[src/rtl/spu_params.svh]
`ifndef SPU_PARAMS_SVH
`define SPU_PARAMS_SVH

`define SPU_NUM_REGS		128		// Register file depth
`define SPU_READ_PORTS		6		// Three per pipe

// Read port index order:
//   0 even rc, 1 even ra, 2 even rb
//   3 odd rt,  4 odd ra,  5 odd rb

// Source field positions in the instruction word, big-endian
`define SPU_FIELD_RC_LO		25
`define SPU_FIELD_RC_HI		31
`define SPU_FIELD_RA_LO		18
`define SPU_FIELD_RA_HI		24
`define SPU_FIELD_RB_LO		11
`define SPU_FIELD_RB_HI		17

`endif

[src/rtl/spu_pkg.sv]
package spu_pkg;

	// All fields use big-endian bit numbering, bit 0 is the MSB

	// One instruction word as it leaves the decoder
	typedef logic [0:31] instr_t;

	// Index into the 128-entry register file
	typedef logic [0:6] reg_addr_t;

	// Full register width, one quadword
	typedef logic [0:127] quad_t;

	// Source fields sit at the same place in every format:
	//   bits 25..31  rc on the even side, rt (store data) on the odd side
	//   bits 18..24  ra
	//   bits 11..17  rb
	// Opcode and immediate bits are not looked at in this stage

endpackage

[src/rtl/operand_bypass.sv]
`timescale 1ns/1ps

module operand_bypass import spu_pkg::*; (
	input	reg_addr_t	read_addr,		// Source register of this port
	input	quad_t		raw_data,		// Value from the array

	input	logic		write_even,
	input	logic		write_odd,
	input	reg_addr_t	rt_addr_even,
	input	reg_addr_t	rt_addr_odd,
	input	quad_t		rt_even,
	input	quad_t		rt_odd,

	output	quad_t		operand			// Newest value of read_addr
);

	logic	hit_even;						// Even writeback targets this port
	logic	hit_odd;						// Odd writeback targets this port

	assign hit_even = write_even && (read_addr == rt_addr_even);
	assign hit_odd  = write_odd  && (read_addr == rt_addr_odd);

	// Same priority as the array, so the forwarded value is exactly
	// what the register will hold once the edge has passed
	always_comb begin
		if (hit_odd) begin
			operand = rt_odd;
		end else if (hit_even) begin
			operand = rt_even;
		end else begin
			operand = raw_data;				// No write in flight
		end
	end

endmodule

[config.mk]
export PLATFORM = sky130hd
export DESIGN_NAME = operand_bypass
export DESIGN_NICKNAME = d
export VERILOG_FILES = /design/src/rtl/spu_params.svh /design/src/rtl/spu_pkg.sv /design/src/rtl/operand_bypass.sv
export SDC_FILE = /design/constraint.sdc
export NUM_CORES = 1
export LEC_CHECK = 0
export ABC_AREA = 0
export BUFFER_PORTS_ARGS = -buffer_cell sky130_fd_sc_hd__buf_2
export CORE_AREA = 2 2 211 213
export DETAILED_ROUTE_END_ITERATION = 8
export DIE_AREA = 0 0 213 215
export GPL_TIMING_DRIVEN = 0
export MAX_ROUTING_LAYER = met4
export PLACE_DENSITY = 0.37
export SYNTH_ARGS = -nofsm -noshare
export SYNTH_HDL_FRONTEND = slang
export SYNTH_SLANG_ARGS = --single-unit
[constraint.sdc]
create_clock -name vclk -period 2.1
set_input_delay 0.21 -clock vclk [all_inputs]
set_output_delay 0.21 -clock vclk [all_outputs]
set_load 0.01 [all_outputs]
==> results.yml <==
outcome:
  status: "complete, but fails checks"
  violations: "setup timing"
sta:
  final_hold_viol_count: 0
  whs_ns: 0.7560
  finalCritPeriodShare_pct: 117.5
  grt_setup_unrepaired: "true"
  tns_ns: -30.63
  slew-limit-headroom_pct: 59.81
  worst_slew_pin_slew_ns: 0.6029
  slew_violations: 0
  setup_viol: 125
  timing.final.ws_setup_ns: -0.3682
  fmax_ghz: 0.4052
  period_needed_ns: 2.468
routing:
  ant_nets: 0
  wirelength_um: 40760
  drtIter0Drc: 458
  route.vias.total: 8866
  drc: 0
  wl_per_cell_um: 20.29
  via_per_inst: 4.413
  dr.pass1.iters: 5
yosys:
  syn_avg_cell_area_um2: 5.024
  syn_area_um2: 4210
  yosys-top-cells-area: "a31oi_1, nor3_1, o21ai_0"
  yosysTopAreaCell: "a31oi_1"
  ys_seq_area_share_pct: 0
  synth_warnings: 0
  syn_nets: 1245
  postSynthCellCount: 838
  synth_top_area_share_pct: 19.02
  ys_types: 17
  synth_common_cells: "a31oi_1, nor3_1, o21ai_0"
floorplan:
  pin_count: 535
  rows: 77
  fp.dieArea_um2: 45800
  die_h_um: 215
  coreArea_um2: 43640
  start_util_pct: 9.647
  die_w_um: 213
pwr:
  powerDensity_nw_per_um2: 188.2
  leakagePower_nw: 4.086
  ir_drop_mv: 0.08195
  switchingPower_mw: 1.018
  pwr-share-clk_pct: 0
  power.share.sequential_pct: 0
  swShare_pct: 55.95
  p_total_mw: 1.819
  pwr-share-comb_pct: 100.0
  p_int_mw: 0.8012
finish:
  fin_cells: 2009
  final_cell_area_um2: 9663
  fillers: 5120
  layout.core_utilization_pct: 22.14
  seq_cell_count: 0
  area_growth_pct: 129.5
  clkbuf_count: 0
  nNetsFinal: 1809
  drive_gt1_share_pct: 56.00
  seq_area_um2: 0
place:
  dpl_cell_area_um2: 7687
  dpl_worst_slack_ns: -1.528
  place_congestion: 0.9282
  dp_cells: 1967
  dp_hpwl_um: 31520
  port_buffers: 534
job:
  drv_cap: 0
global_routing:
  gr-max-usage-layer: "met2"
  grt_max_degree: 11
  grtUsageMet1_pct: 20.44
  grt_usage_pct: 16.72
  overflow: 0
  grt_use_met3_pct: 3.127
  grt_pass1_wl_um: 55700
  grt_pass1_vias: 8728
  antenna_found_initial: 15
  grtUsageMet2_pct: 28.45
worst_hold_path:
  hp-class: "primary input to output port"
critical_path:
  path_class: "primary input to output port"
  worstPathMaxFanout: 8
  crit_required_ns: 1.89
  cp-end-kind: "output port"
  arrival_ns: 2.26
  start_kind: "primary input"
logic make-up (layout without fill, tap and decap cells):
family,after synthesis,after routing,synth area share [%]
buf+inv,182,744,16.43
xor+xnor,14,14,2.912
compound gates,256,256,34.23
simple gates,386,386,46.42
other cells,0,17,0
power by group through the flow:
| stage | Combinational, mW | Clock [mW] | Sequential [mW] |
|---|---|---|---|
| 2_1_floorplan | 0.588 | 0 | 0 |
| 3_3_place_gp | 1.39 | 0 | 0 |
| 3_5_place_dp | 1.41 | 0 | 0 |
| 4_1_cts | 1.66 | 0 | 0 |
| 5_1_grt | 1.96 | 0.0000000352 | 0 |
| 6_report | 1.82 | 0.0000000491 | 0 |
worst max-delay path, cell delays in order:
cell,delay [ns]
buf_8,0.10
xor2_4,0.22
or4b_4,0.64
buf_12,0.19
buf_8,0.14
or3_4,0.39
a31oi_4,0.17
buf_2,0.16
final timing paths:
path / start / to / slack, ns / cells after the start
max: rt_addr_even[0] / operand[89] / -0.37 / 8
min: raw_data[14] / operand[14] / 0.76 / 4
final cells by class:
cell class | count | area, um2 | area share [%]
tap | 592 | 740.7 | 7.665
buffer | 114 | 935.9 | 9.685
timing repair buffer | 564 | 3213 | 33.25
multi-input combinational | 656 | 4483 | 46.39
antenna | 17 | 42.54 | 0.4402
inverter | 66 | 247.7 | 2.564
routing by layer:
| metal | part of all wire, % | routed length [um] | up-vias |
|---|---|---|---|
| met3 | 6.6 | 2670 | 28 |
| met2 | 49 | 19870 | 416 |
| met1 | 43 | 17540 | 4183 |
| met4 | 1.7 | 682 | 0 |
| met5 | 0 | 0 | - |
| li1 | - | - | 4239 |
layout by cell type (no fill, tap or decap), drive strengths merged:
| cell | synthesis | layout |
|---|---|---|
| xnor2 | 11 | 11 |
| clkbuf | 114 | 107 |
| buf | 2 | 571 |
| a31oi | 128 | 128 |
| o21ai | 128 | 128 |
| nand4 | 3 | 3 |
| and4 | 1 | 1 |
| or2 | 1 | 1 |
| nor4 | 62 | 62 |
| or4b | 1 | 1 |
| xor2 | 3 | 3 |
| diode | 0 | 17 |
| nand2 | 124 | 124 |
| inv | 66 | 66 |
| or3 | 66 | 66 |
| nor3 | 128 | 128 |
repair_timing:
action                     CTS  global route
resized for setup          288           233
hold buffers                 0             0
pin swaps                   60            77
cloned                      11             5
hold endpoints to repair     0             0
setup endpoints to repair  128           128
buffers inserted            15             0
Note: power is estimated with default switching activity, not from simulation.
