===== src/rtl/spu_params.svh =====
`ifndef SPU_PARAMS_SVH
`define SPU_PARAMS_SVH

`define SPU_NUM_REGS		128		// Register file depth
`define SPU_READ_PORTS		6		// Three per pipe

// Read port index order:
//   0 even rc, 1 even ra, 2 even rb
//   3 odd rt,  4 odd ra,  5 odd rb

// Source field positions in the instruction word, big-endian
`define SPU_FIELD_RC_LO		25
`define SPU_FIELD_RC_HI		31
`define SPU_FIELD_RA_LO		18
`define SPU_FIELD_RA_HI		24
`define SPU_FIELD_RB_LO		11
`define SPU_FIELD_RB_HI		17

`endif


===== src/rtl/spu_pkg.sv =====
package spu_pkg;

	// All fields use big-endian bit numbering, bit 0 is the MSB

	// One instruction word as it leaves the decoder
	typedef logic [0:31] instr_t;

	// Index into the 128-entry register file
	typedef logic [0:6] reg_addr_t;

	// Full register width, one quadword
	typedef logic [0:127] quad_t;

	// Source fields sit at the same place in every format:
	//   bits 25..31  rc on the even side, rt (store data) on the odd side
	//   bits 18..24  ra
	//   bits 11..17  rb
	// Opcode and immediate bits are not looked at in this stage

endpackage


===== src/rtl/operand_stage.sv =====
`timescale 1ns/1ps

`include "spu_params.svh"

module operand_stage import spu_pkg::*; (
	input	logic		clk,
	input	logic		reset,

	input	logic		issue_even,		// Even instruction enters this cycle
	input	logic		issue_odd,		// Odd instruction enters this cycle

	input	quad_t		operand_in [`SPU_READ_PORTS],	// Forwarded operands

	// Even pipe operands
	output	quad_t		ra_even,
	output	quad_t		rb_even,
	output	quad_t		rc_even,

	// Odd pipe operands
	output	quad_t		ra_odd,
	output	quad_t		rb_odd,
	output	quad_t		rt_st_odd,		// Store data

	output	logic		operands_valid_even,
	output	logic		operands_valid_odd
);

	// Positions in operand_in, same order as the read ports
	localparam int IDX_RC_EVEN	= 0;
	localparam int IDX_RA_EVEN	= 1;
	localparam int IDX_RB_EVEN	= 2;
	localparam int IDX_RT_ODD	= 3;
	localparam int IDX_RA_ODD	= 4;
	localparam int IDX_RB_ODD	= 5;

	// Even group, loads only on its own issue strobe
	always_ff @(posedge clk) begin
		if (reset) begin
			ra_even <= '0;
			rb_even <= '0;
			rc_even <= '0;
		end else if (issue_even) begin
			ra_even <= operand_in[IDX_RA_EVEN];
			rb_even <= operand_in[IDX_RB_EVEN];
			rc_even <= operand_in[IDX_RC_EVEN];
		end
	end

	// Odd group, independent of the even side
	always_ff @(posedge clk) begin
		if (reset) begin
			ra_odd    <= '0;
			rb_odd    <= '0;
			rt_st_odd <= '0;
		end else if (issue_odd) begin
			ra_odd    <= operand_in[IDX_RA_ODD];
			rb_odd    <= operand_in[IDX_RB_ODD];
			rt_st_odd <= operand_in[IDX_RT_ODD];
		end
	end

	// One-cycle pulse, marks the cycle the operands are fresh
	always_ff @(posedge clk) begin
		if (reset) begin
			operands_valid_even <= 1'b0;
			operands_valid_odd  <= 1'b0;
		end else begin
			operands_valid_even <= issue_even;
			operands_valid_odd  <= issue_odd;
		end
	end

endmodule


===== config.mk =====
export PLATFORM = sky130hd
export DESIGN_NAME = operand_stage
export DESIGN_NICKNAME = d
export VERILOG_FILES = /design/src/rtl/spu_pkg.sv /design/src/rtl/operand_stage.sv
export VERILOG_INCLUDE_DIRS = /design/src /design/src/rtl
export SDC_FILE = /design/constraint.sdc
export NUM_CORES = 1
export LEC_CHECK = 0
export BUFFER_PORTS_ARGS = -buffer_cell sky130_fd_sc_hd__buf_2
export CAP_MARGIN = 20
export CORE_AREA = 2 2 608 610
export DETAILED_ROUTE_END_ITERATION = 10
export DIE_AREA = 0 0 610 612
export GPL_TIMING_DRIVEN = 0
export SYNTH_ARGS = -nofsm -noshare
export SYNTH_HDL_FRONTEND = slang
export SYNTH_SLANG_ARGS = --single-unit
export TNS_END_PERCENT = 100

===== constraint.sdc =====
create_clock -name clk -period 0.9 [get_ports clk]
set_clock_uncertainty 0.05 [all_clocks]
set_input_delay 0.09 -clock clk [delete_from_list [all_inputs] [get_ports clk]]
set_output_delay 0.09 -clock clk [all_outputs]
set_load 0.005 [all_outputs]

==> results of run 1 <==
==> placed cells by master (no fill, tap or decap) <==
cell / n
clkinv_16: 1
clkbuf_8: 22
clkinvlp_4: 4
inv_16: 2
buf_8: 126
nor2b_1: 2
buf_12: 216
clkbuf_4: 3
nor2_1: 767
buf_6: 450
mux2i_2: 13
clkinv_2: 10
clkbuf_16: 100
buf_2: 909
nor2_2: 1
dfxtp_2: 681
dfxtp_4: 89
diode_2: 105
mux2i_4: 2
dlymetal6s4s_1: 9
clkbuf_1: 29
clkinv_4: 2
inv_6: 7
clkbuf_2: 4
inv_8: 1
buf_4: 196
bufinv_16: 3
mux2i_1: 753
dlygate4sd3_1: 1110
==> flip-flops by register name, summed over array words and instances, names as in the netlist <==
signal and flops:
rc_even 128, operands_valid_even 1, rt_st_odd 128, ra_odd 128
operands_valid_odd 1, rb_odd 128, ra_even 128, rb_even 128
==> worst min-delay path: cells and delay by family <==
family,cells,cell delay (ns)
simple gates,1,0.08
mux,1,0.07
buf+inv,2,0.65
==> final timing paths <==
| kind | depth (start not counted) | end | slack [ns] |
|---|---|---|---|
| max | 1 | rb_even[26] | -0.65 |
| min | 4 | rb_even[3] | 0.03 |
| max reg2reg | 3 | ra_even[6] | -0.09 |
| min reg2reg | 2 | rb_odd[110] | 0.43 |
==> repair_timing <==
item | 4_1_cts | 5_1_grt
resized for setup | 2229 | 224
endpoints found under the hold margin | 770 | 411
buffers inserted | 111 | 100
cloned | 0 | 0
pin swaps | 0 | 25
endpoints found under the setup margin | 1381 | 1540
hold buffers | 1172 | 2
==> power groups by stage <==
stage	Sequential, W	Combinational (W)	Clock, W
after global placement	0.0381	0.0147	0
after detailed placement	0.0381	0.0147	0
after global routing	0.0386	0.0248	0.0435
after floorplan	0.0380	0.00476	0
final	0.0384	0.0233	0.0412
after CTS	0.0383	0.0229	0.0423
==> per-layer routing <==
| metal | up-vias | part of all wire |
|---|---|---|
| met5 | - | 0.0018 |
| met4 | 94 | 0.069 |
| met3 | 875 | 0.16 |
| met2 | 2074 | 0.42 |
| met1 | 15800 | 0.34 |
| li1 | 14300 | - |
==> cell families (layout without fill, tap and decap cells) <==
family | after synthesis | after routing | share of synthesized area
buffers and inverters | 172 | 3204 | 0.0696
flip-flops | 770 | 770 | 0.552
multiplexers | 768 | 768 | 0.275
other | 0 | 105 | 0
AND/OR/NAND/NOR | 770 | 770 | 0.104
==> stage by stage <==
step	instances	total power, W	util	area, sq um	TNS (ns)
after global routing	10400	0.107	0.178	65300	-613.20
after CTS	10300	0.103	0.174	64000	-689.97
after detailed placement	8856	0.0528	0.114	41700	-878.18
after global placement	8855	0.0527	0.114	41700	-912.13
final	10500	0.103	0.178	65400	-566.22
after floorplan	2480	0.0428	-	28000	-6.25
==> layout make-up <==
class | instances | area, sq um | area share
clock inverters | 30 | 330 | 0.00505
plain buffers | 172 | 2010 | 0.0307
multi-input cells | 1538 | 10700 | 0.163
repair buffers | 2860 | 26600 | 0.407
diodes | 105 | 263 | 0.00402
well taps | 4837 | 6050 | 0.0926
flip-flops and latches | 770 | 16600 | 0.254
clock buffers | 142 | 2880 | 0.0440
==> results.txt, run 1 <==
The flow ran to the end, but the final reports show violations. The final reports fail on setup timing. The met3 capacity usage during global routing came out at 0.125. The die height came out at 612 um. The net count after synthesis is 3252. In the global route stage, met2 resource usage came out at 0.257. The worst pin sits at a relative slew slack of 0.475. The start point of the worst hold path is operand_in[387]. The critical path is of the flop to output port type. The share of total power dissipated in the clock network is 0.400. Setup repair after global routing could not meet its margin everywhere. Once routing completed, OpenROAD measured the worst setup slack at -0.647 ns. The later pin in the worst-skew pair is clocked with a latency of 0.83 ns. The ratio of routed vias to standard cells came out at 3.17.

The post-synthesis sequential element count came out at 770. The number of setup violations in the final report came out at 1213. The fraction of layout cells with a size suffix above 1 came out at 0.516. The number of library cell types mapped by synthesis is 10. Timing analysis after detailed placement gives a worst setup slack of -2.04 ns. The first-pass GRT wire length is 399000 um. The number of I/O port buffers came out at 1538. Of the synthesized area, sequential elements account for 0.552.

The launching point of the worst reg2reg path is ra_even[6]. The count of TritonRoute iterations in the first routing pass is 5. The number of nets still failing antenna checks after routing is 0. The combinational fraction of design power is 0.226. The final hold violation count was 0.

The routed layout has 33.2k vias. The data required time at the worst endpoint came out at 0.76 ns. In this run the power spent charging and discharging nets is 0.0311 W.

Entering global routing, the biggest net connects 16 pins. The buffer depth of the longest clock path came out at 4. The endpoint kind of the worst setup timing path is an output port. Tracing the worst setup path back leads to its startpoint at rb_even[26]. The initial antenna violation count is 231. The summed instance area of the synthesized netlist is 27900 sq um. In the post-synthesis netlist, the cell with the most instances is dfxtp_1. The number of enable-type register cells in the synthesized netlist came out at 0.

The number of warnings reported in the yosys synthesis log is 0. In the synthesized netlist the dominant register cell turns out to be dfxtp_1. The first-iteration detailed-routing DRC count is 2061. The count of standard-cell rows is 223. The H-tree was split into 3 levels. From synthesis to final layout, the design area changed by 134%. On the critical path, the stage with the largest delay is an instance of dfxtp_2. The DRC violation count after routing came out at 0. Broken down by cell family, the worst path's largest delay share belongs to flip-flops. The share of total power in sequential cells is 0.373. The post-detailed-placement half-perimeter wirelength is 284000 um. The delay contributed by the slowest stage of the critical path came out at 0.36 ns. Along the worst path, the maximum fanout reaches 2. TritonCTS built the clock tree. The final routed wire length divided by cell count is 31.8 um.

The number of global-route vias before repair came out at 33.2k. The most area-hungry cell type in the Yosys netlist is dfxtp_1. Yosys attributes the largest share of cell area to dfxtp_1, mux2i_1, nor2_1, buf_12, buf_2.

The final-report max-slew violation count came out at 0. The clock sink count came out at 770. The min-delay analysis places its worst path in the category input pin to flop.

Of all flip-flops after synthesis, the portion carrying an async set or reset was 0. The die width came out at 610 um. The max-cap check violation count is 0. The final-layout worst hold slack came out at 0.0335 ns. The met1 capacity usage during global routing is 0.170.

The average instance in the mapped netlist occupies 11.3 sq um. The total routing resource utilization after global routing came out at 0.170. By count the netlist is led by dfxtp_1, mux2i_1, nor2_1.

Timing would allow up to 646 MHz. The area enclosed by the die boundary came out at 373000 sq um. The placeable core area came out at 367000 sq um.

The part of the cycle the worst path needs came out at 1.72. The number of buffers and inverters on the critical path is 1. The area share of the largest cell type after synthesis came out at 0.552. Clock tree synthesis selected as its root buffer the cell clkbuf_16. The count of nets after finishing is 6214. The peak supply drop came out at 1.48 mV.

The leakage power is 29.2 nW. The launching element type of the critical path is a flop. After clock tree synthesis, the clock-pin slew on the worst setup and hold paths is 0.06 ns. The actual transition at the worst max-transition pin came out at 0.784 ns. The instance count of the mapped netlist came out at 2480. The routed design has 333000 um of wire. The endpoint arrival time on the critical path came out at 1.41 ns. The initial utilization of the core area, before any placement, comes to 0.0761. The I/O pin count is 1542. The critical path goes through buf_12. The net switching fraction of the power is 0.302. Cell internal power was estimated by the tool at 0.0718 W. The filler cell count in the final layout came out at 40.1k.

The total global routing overflow came out at 0. The power density of the placed cells came out at 1570 nW/um^2. The number of clock buffers added by TritonCTS is 100. The routing layer with the top usage in global route is met2. The clock period minus final worst setup slack came out at 1.55 ns. The final RePlAce weighted congestion is 1.02.
Note: power is estimated with default switching activity, not from simulation.
==> run 2: changes to the inputs <==
==> constraint.sdc (replaced) <==
create_clock -name clk -period 1.5 [get_ports clk]
set_clock_uncertainty 0.05 [all_clocks]
set_input_delay 0.15 -clock clk [delete_from_list [all_inputs] [get_ports clk]]
set_output_delay 0.15 -clock clk [all_outputs]
set_load 0.005 [all_outputs]
==> results.txt, run 2 (same netlist as run 1, synthesis figures left out) <==
The clock latency at the later pin of the worst-skew pair came out at 0.83 ns (about the same). Broken down by cell family, the worst path's largest delay share belongs to flip-flops. Setup repair after global routing could not meet its margin everywhere. The final-report max-slew violation count came to 0 (unchanged). The detailed-route via count came out at 36.0k (+8.4%). The fraction of layout cells with a size suffix above 1 came out at 0.460 (-0.0557). The fraction of the core area covered by cells at the end of the flow is 0.194 (+0.0154). Walking the worst path, the cells encountered are buf_12. The clock transition at the register clock pins on the worst setup and hold paths after CTS is 0.06 ns (about the same). The flow ran to the end, but the final reports show violations.

The total routing resource utilization after global routing came out at 0.172 (+0.00255). In the layout the commonest cells are dlygate4sd3_1, buf_2, nor2_1, mux2i_1, dfxtp_2. The number of global-route vias before repair is 36.8k (+11%). The highest net fanout along the worst path is 2 (unchanged).

The worst-case setup slack after placement came to -1.31 ns (+0.722 ns). The worst slew margin relative to its limit came out at 0.275 (-0.201). The worst setup path is captured at an output port.

The die width was 610 um (unchanged). The area enclosed by the die boundary is 373000 sq um (unchanged). The leakage power came to 30.9 nW (+5.9%). The post-detailed-placement half-perimeter wirelength came out at 277000 um (-2.3%).

The power density of the placed cells is 922 nW/um^2 (-41%). The clock tree from TritonCTS is built. The max-cap check violation count came out at 0 (unchanged).

The multi-input gate area in the final layout came to 10600 sq um (-0.42%). The worst setup path is of the flop to output port kind. The CTS H-tree depth is 3 (unchanged). The pin count of the biggest net entering global routing came out at 17 (+1). For the finished layout, the period the worst path requires is 1.64 ns. The first-iteration detailed-routing DRC count came out at 2264 (+9.8%). The total global routing overflow is 0 (unchanged). The I/O pin count came out at 1542 (unchanged). The count of nets after finishing came out at 6794 (+9.3%). The clock sink count came out at 770 (unchanged).

The final routed wire length divided by cell count is 30.5 um (-4.2%). The placeable core area came out at 367000 sq um (unchanged). The die height is 612 um (unchanged). The delay contributed by the slowest stage of the critical path is 0.37 ns (about the same).

The cell count after placement came out at 8856 (unchanged). The count of standard-cell rows is 223 (unchanged). The data required time at the worst endpoint came out at 1.30 ns (+0.54 ns). The area growth from synthesis to layout is 154%. The initial core utilization is 0.0761 (unchanged). The number of buffers and inverters on the critical path was 1 (unchanged). The filler cell count in the final layout is 39.6k (-1.2%). The buffer depth of the longest clock path came out at 4 (unchanged). The number of nets still failing antenna checks after routing was 0 (unchanged).

The peak supply drop is 0.992 mV (-33%). The final hold violation count came out at 0 (unchanged). The initial antenna violation count came out at 231 (unchanged). The count of TritonRoute iterations in the first routing pass came out at 5 (unchanged). Derived from the worst setup path, the maximum achievable clock frequency is 612 MHz.

The area of all sequential standard cells is 16600 sq um (+0.21%). The worst-case setup margin in the final layout is -0.135 ns (+0.512 ns). The number of I/O port buffers is 1538 (unchanged). The DRC violation count after routing came out at 0 (unchanged). The count of placed standard cells in the final layout, fillers left out was 11.0k (+5.7%). The number of buffers created by CTS is 105 (+5.0%). The launching element type of the critical path is a flop. The CTS root buffer is clkbuf_16. The part of the cycle the worst path needs is 1.09. The ratio of routed vias to standard cells came out at 3.25 (+2.5%).

The path class of the tightest hold or removal check is input pin to flop. Leaving out fill and tap cells, the most frequent cell in the layout is dlygate4sd3_1. The total wirelength of the detailed-routed design came out at 337000 um (+1.3%). The cell with the biggest individual delay on the critical path is dfxtp_4. The final RePlAce weighted congestion is 0.951 (-6.9%). The endpoint arrival time on the critical path is 1.44 ns (+0.03 ns). The actual transition at the worst max-transition pin was 1.09 ns (+0.303 ns).

The number of setup violations in the final report is 399 (-67%). The final-layout worst hold slack is 0.119 ns (+0.0855 ns). The first-pass GRT wire length came out at 411000 um (+3.1%). The final reports fail on setup timing.
[run 2: changes by cell type in the layout (fill, tap and decap cells not counted), sizes merged]
cell and change:
dlygate4sd3 +602, buf -19, dlymetal6s4s -7, bufinv +6
clkinv +6, clkinvlp +4, diode +3, inv -2
clkbuf +1
[run 2: tightest hold or removal path: stages]
cell and delay, ns:
dlygate4sd3_1 0.52, buf_2 0.13, mux2i_1 0.07, nor2_1 0.09
[run 2: area by class of cell]
type | count | area share
plain buffers | 172 | 0.0283
repair buffers | 3435 | 0.450
clock inverters | 44 | 0.00785
diodes | 108 | 0.00380
multi-input cells | 1538 | 0.149
well taps | 4837 | 0.0852
clock buffers | 144 | 0.0416
flip-flops and latches | 770 | 0.234
[run 2: worst paths after layout]
check / slack [ns] / from / depth (start not counted) / end
worst max-delay path: -0.14 / rb_even[36] / 1 / rb_even[36]
worst min-delay path: 0.12 / operand_in[682] / 4 / rc_even[42]
worst max register to register: -0.01 / ra_even[85] / 5 / ra_even[85]
worst min register to register: 0.44 / rc_even[115] / 2 / rc_even[115]
[run 2: per-stage QoR]
step | instance area (sq um) | power, W | setup TNS [ns]
floorplan | 27900 | 0.0257 | 0
global placement | 41700 | 0.0314 | -482.90
detailed placement | 41700 | 0.0315 | -441.57
CTS | 69800 | 0.0658 | -71.85
global route | 71000 | 0.0679 | -55.69
finish | 71100 | 0.0655 | -16.15
[run 2: where the power goes]
part	switching, W	internal, W
combinational	0.00697	0.00878
sequential	0.00115	0.0218
clock	0.0114	0.0154
[run 2: routing by layer]
metal	wire, um	share of wire	vias to the layer above	GRT usage
met5	665	0.0020	-	0
met4	23700	0.070	98	0.0958
met3	51400	0.15	867	0.119
met2	141000	0.42	2071	0.258
met1	120000	0.36	17400	0.178
li1	-	-	15500	-
[run 2: repair_timing]
item	CTS	global route
hold buffers	1759	0
endpoints found under the hold margin	770	0
endpoints found under the setup margin	848	1070
gates cloned	0	2
setup buffers	93	87
gates resized for setup	2136	175
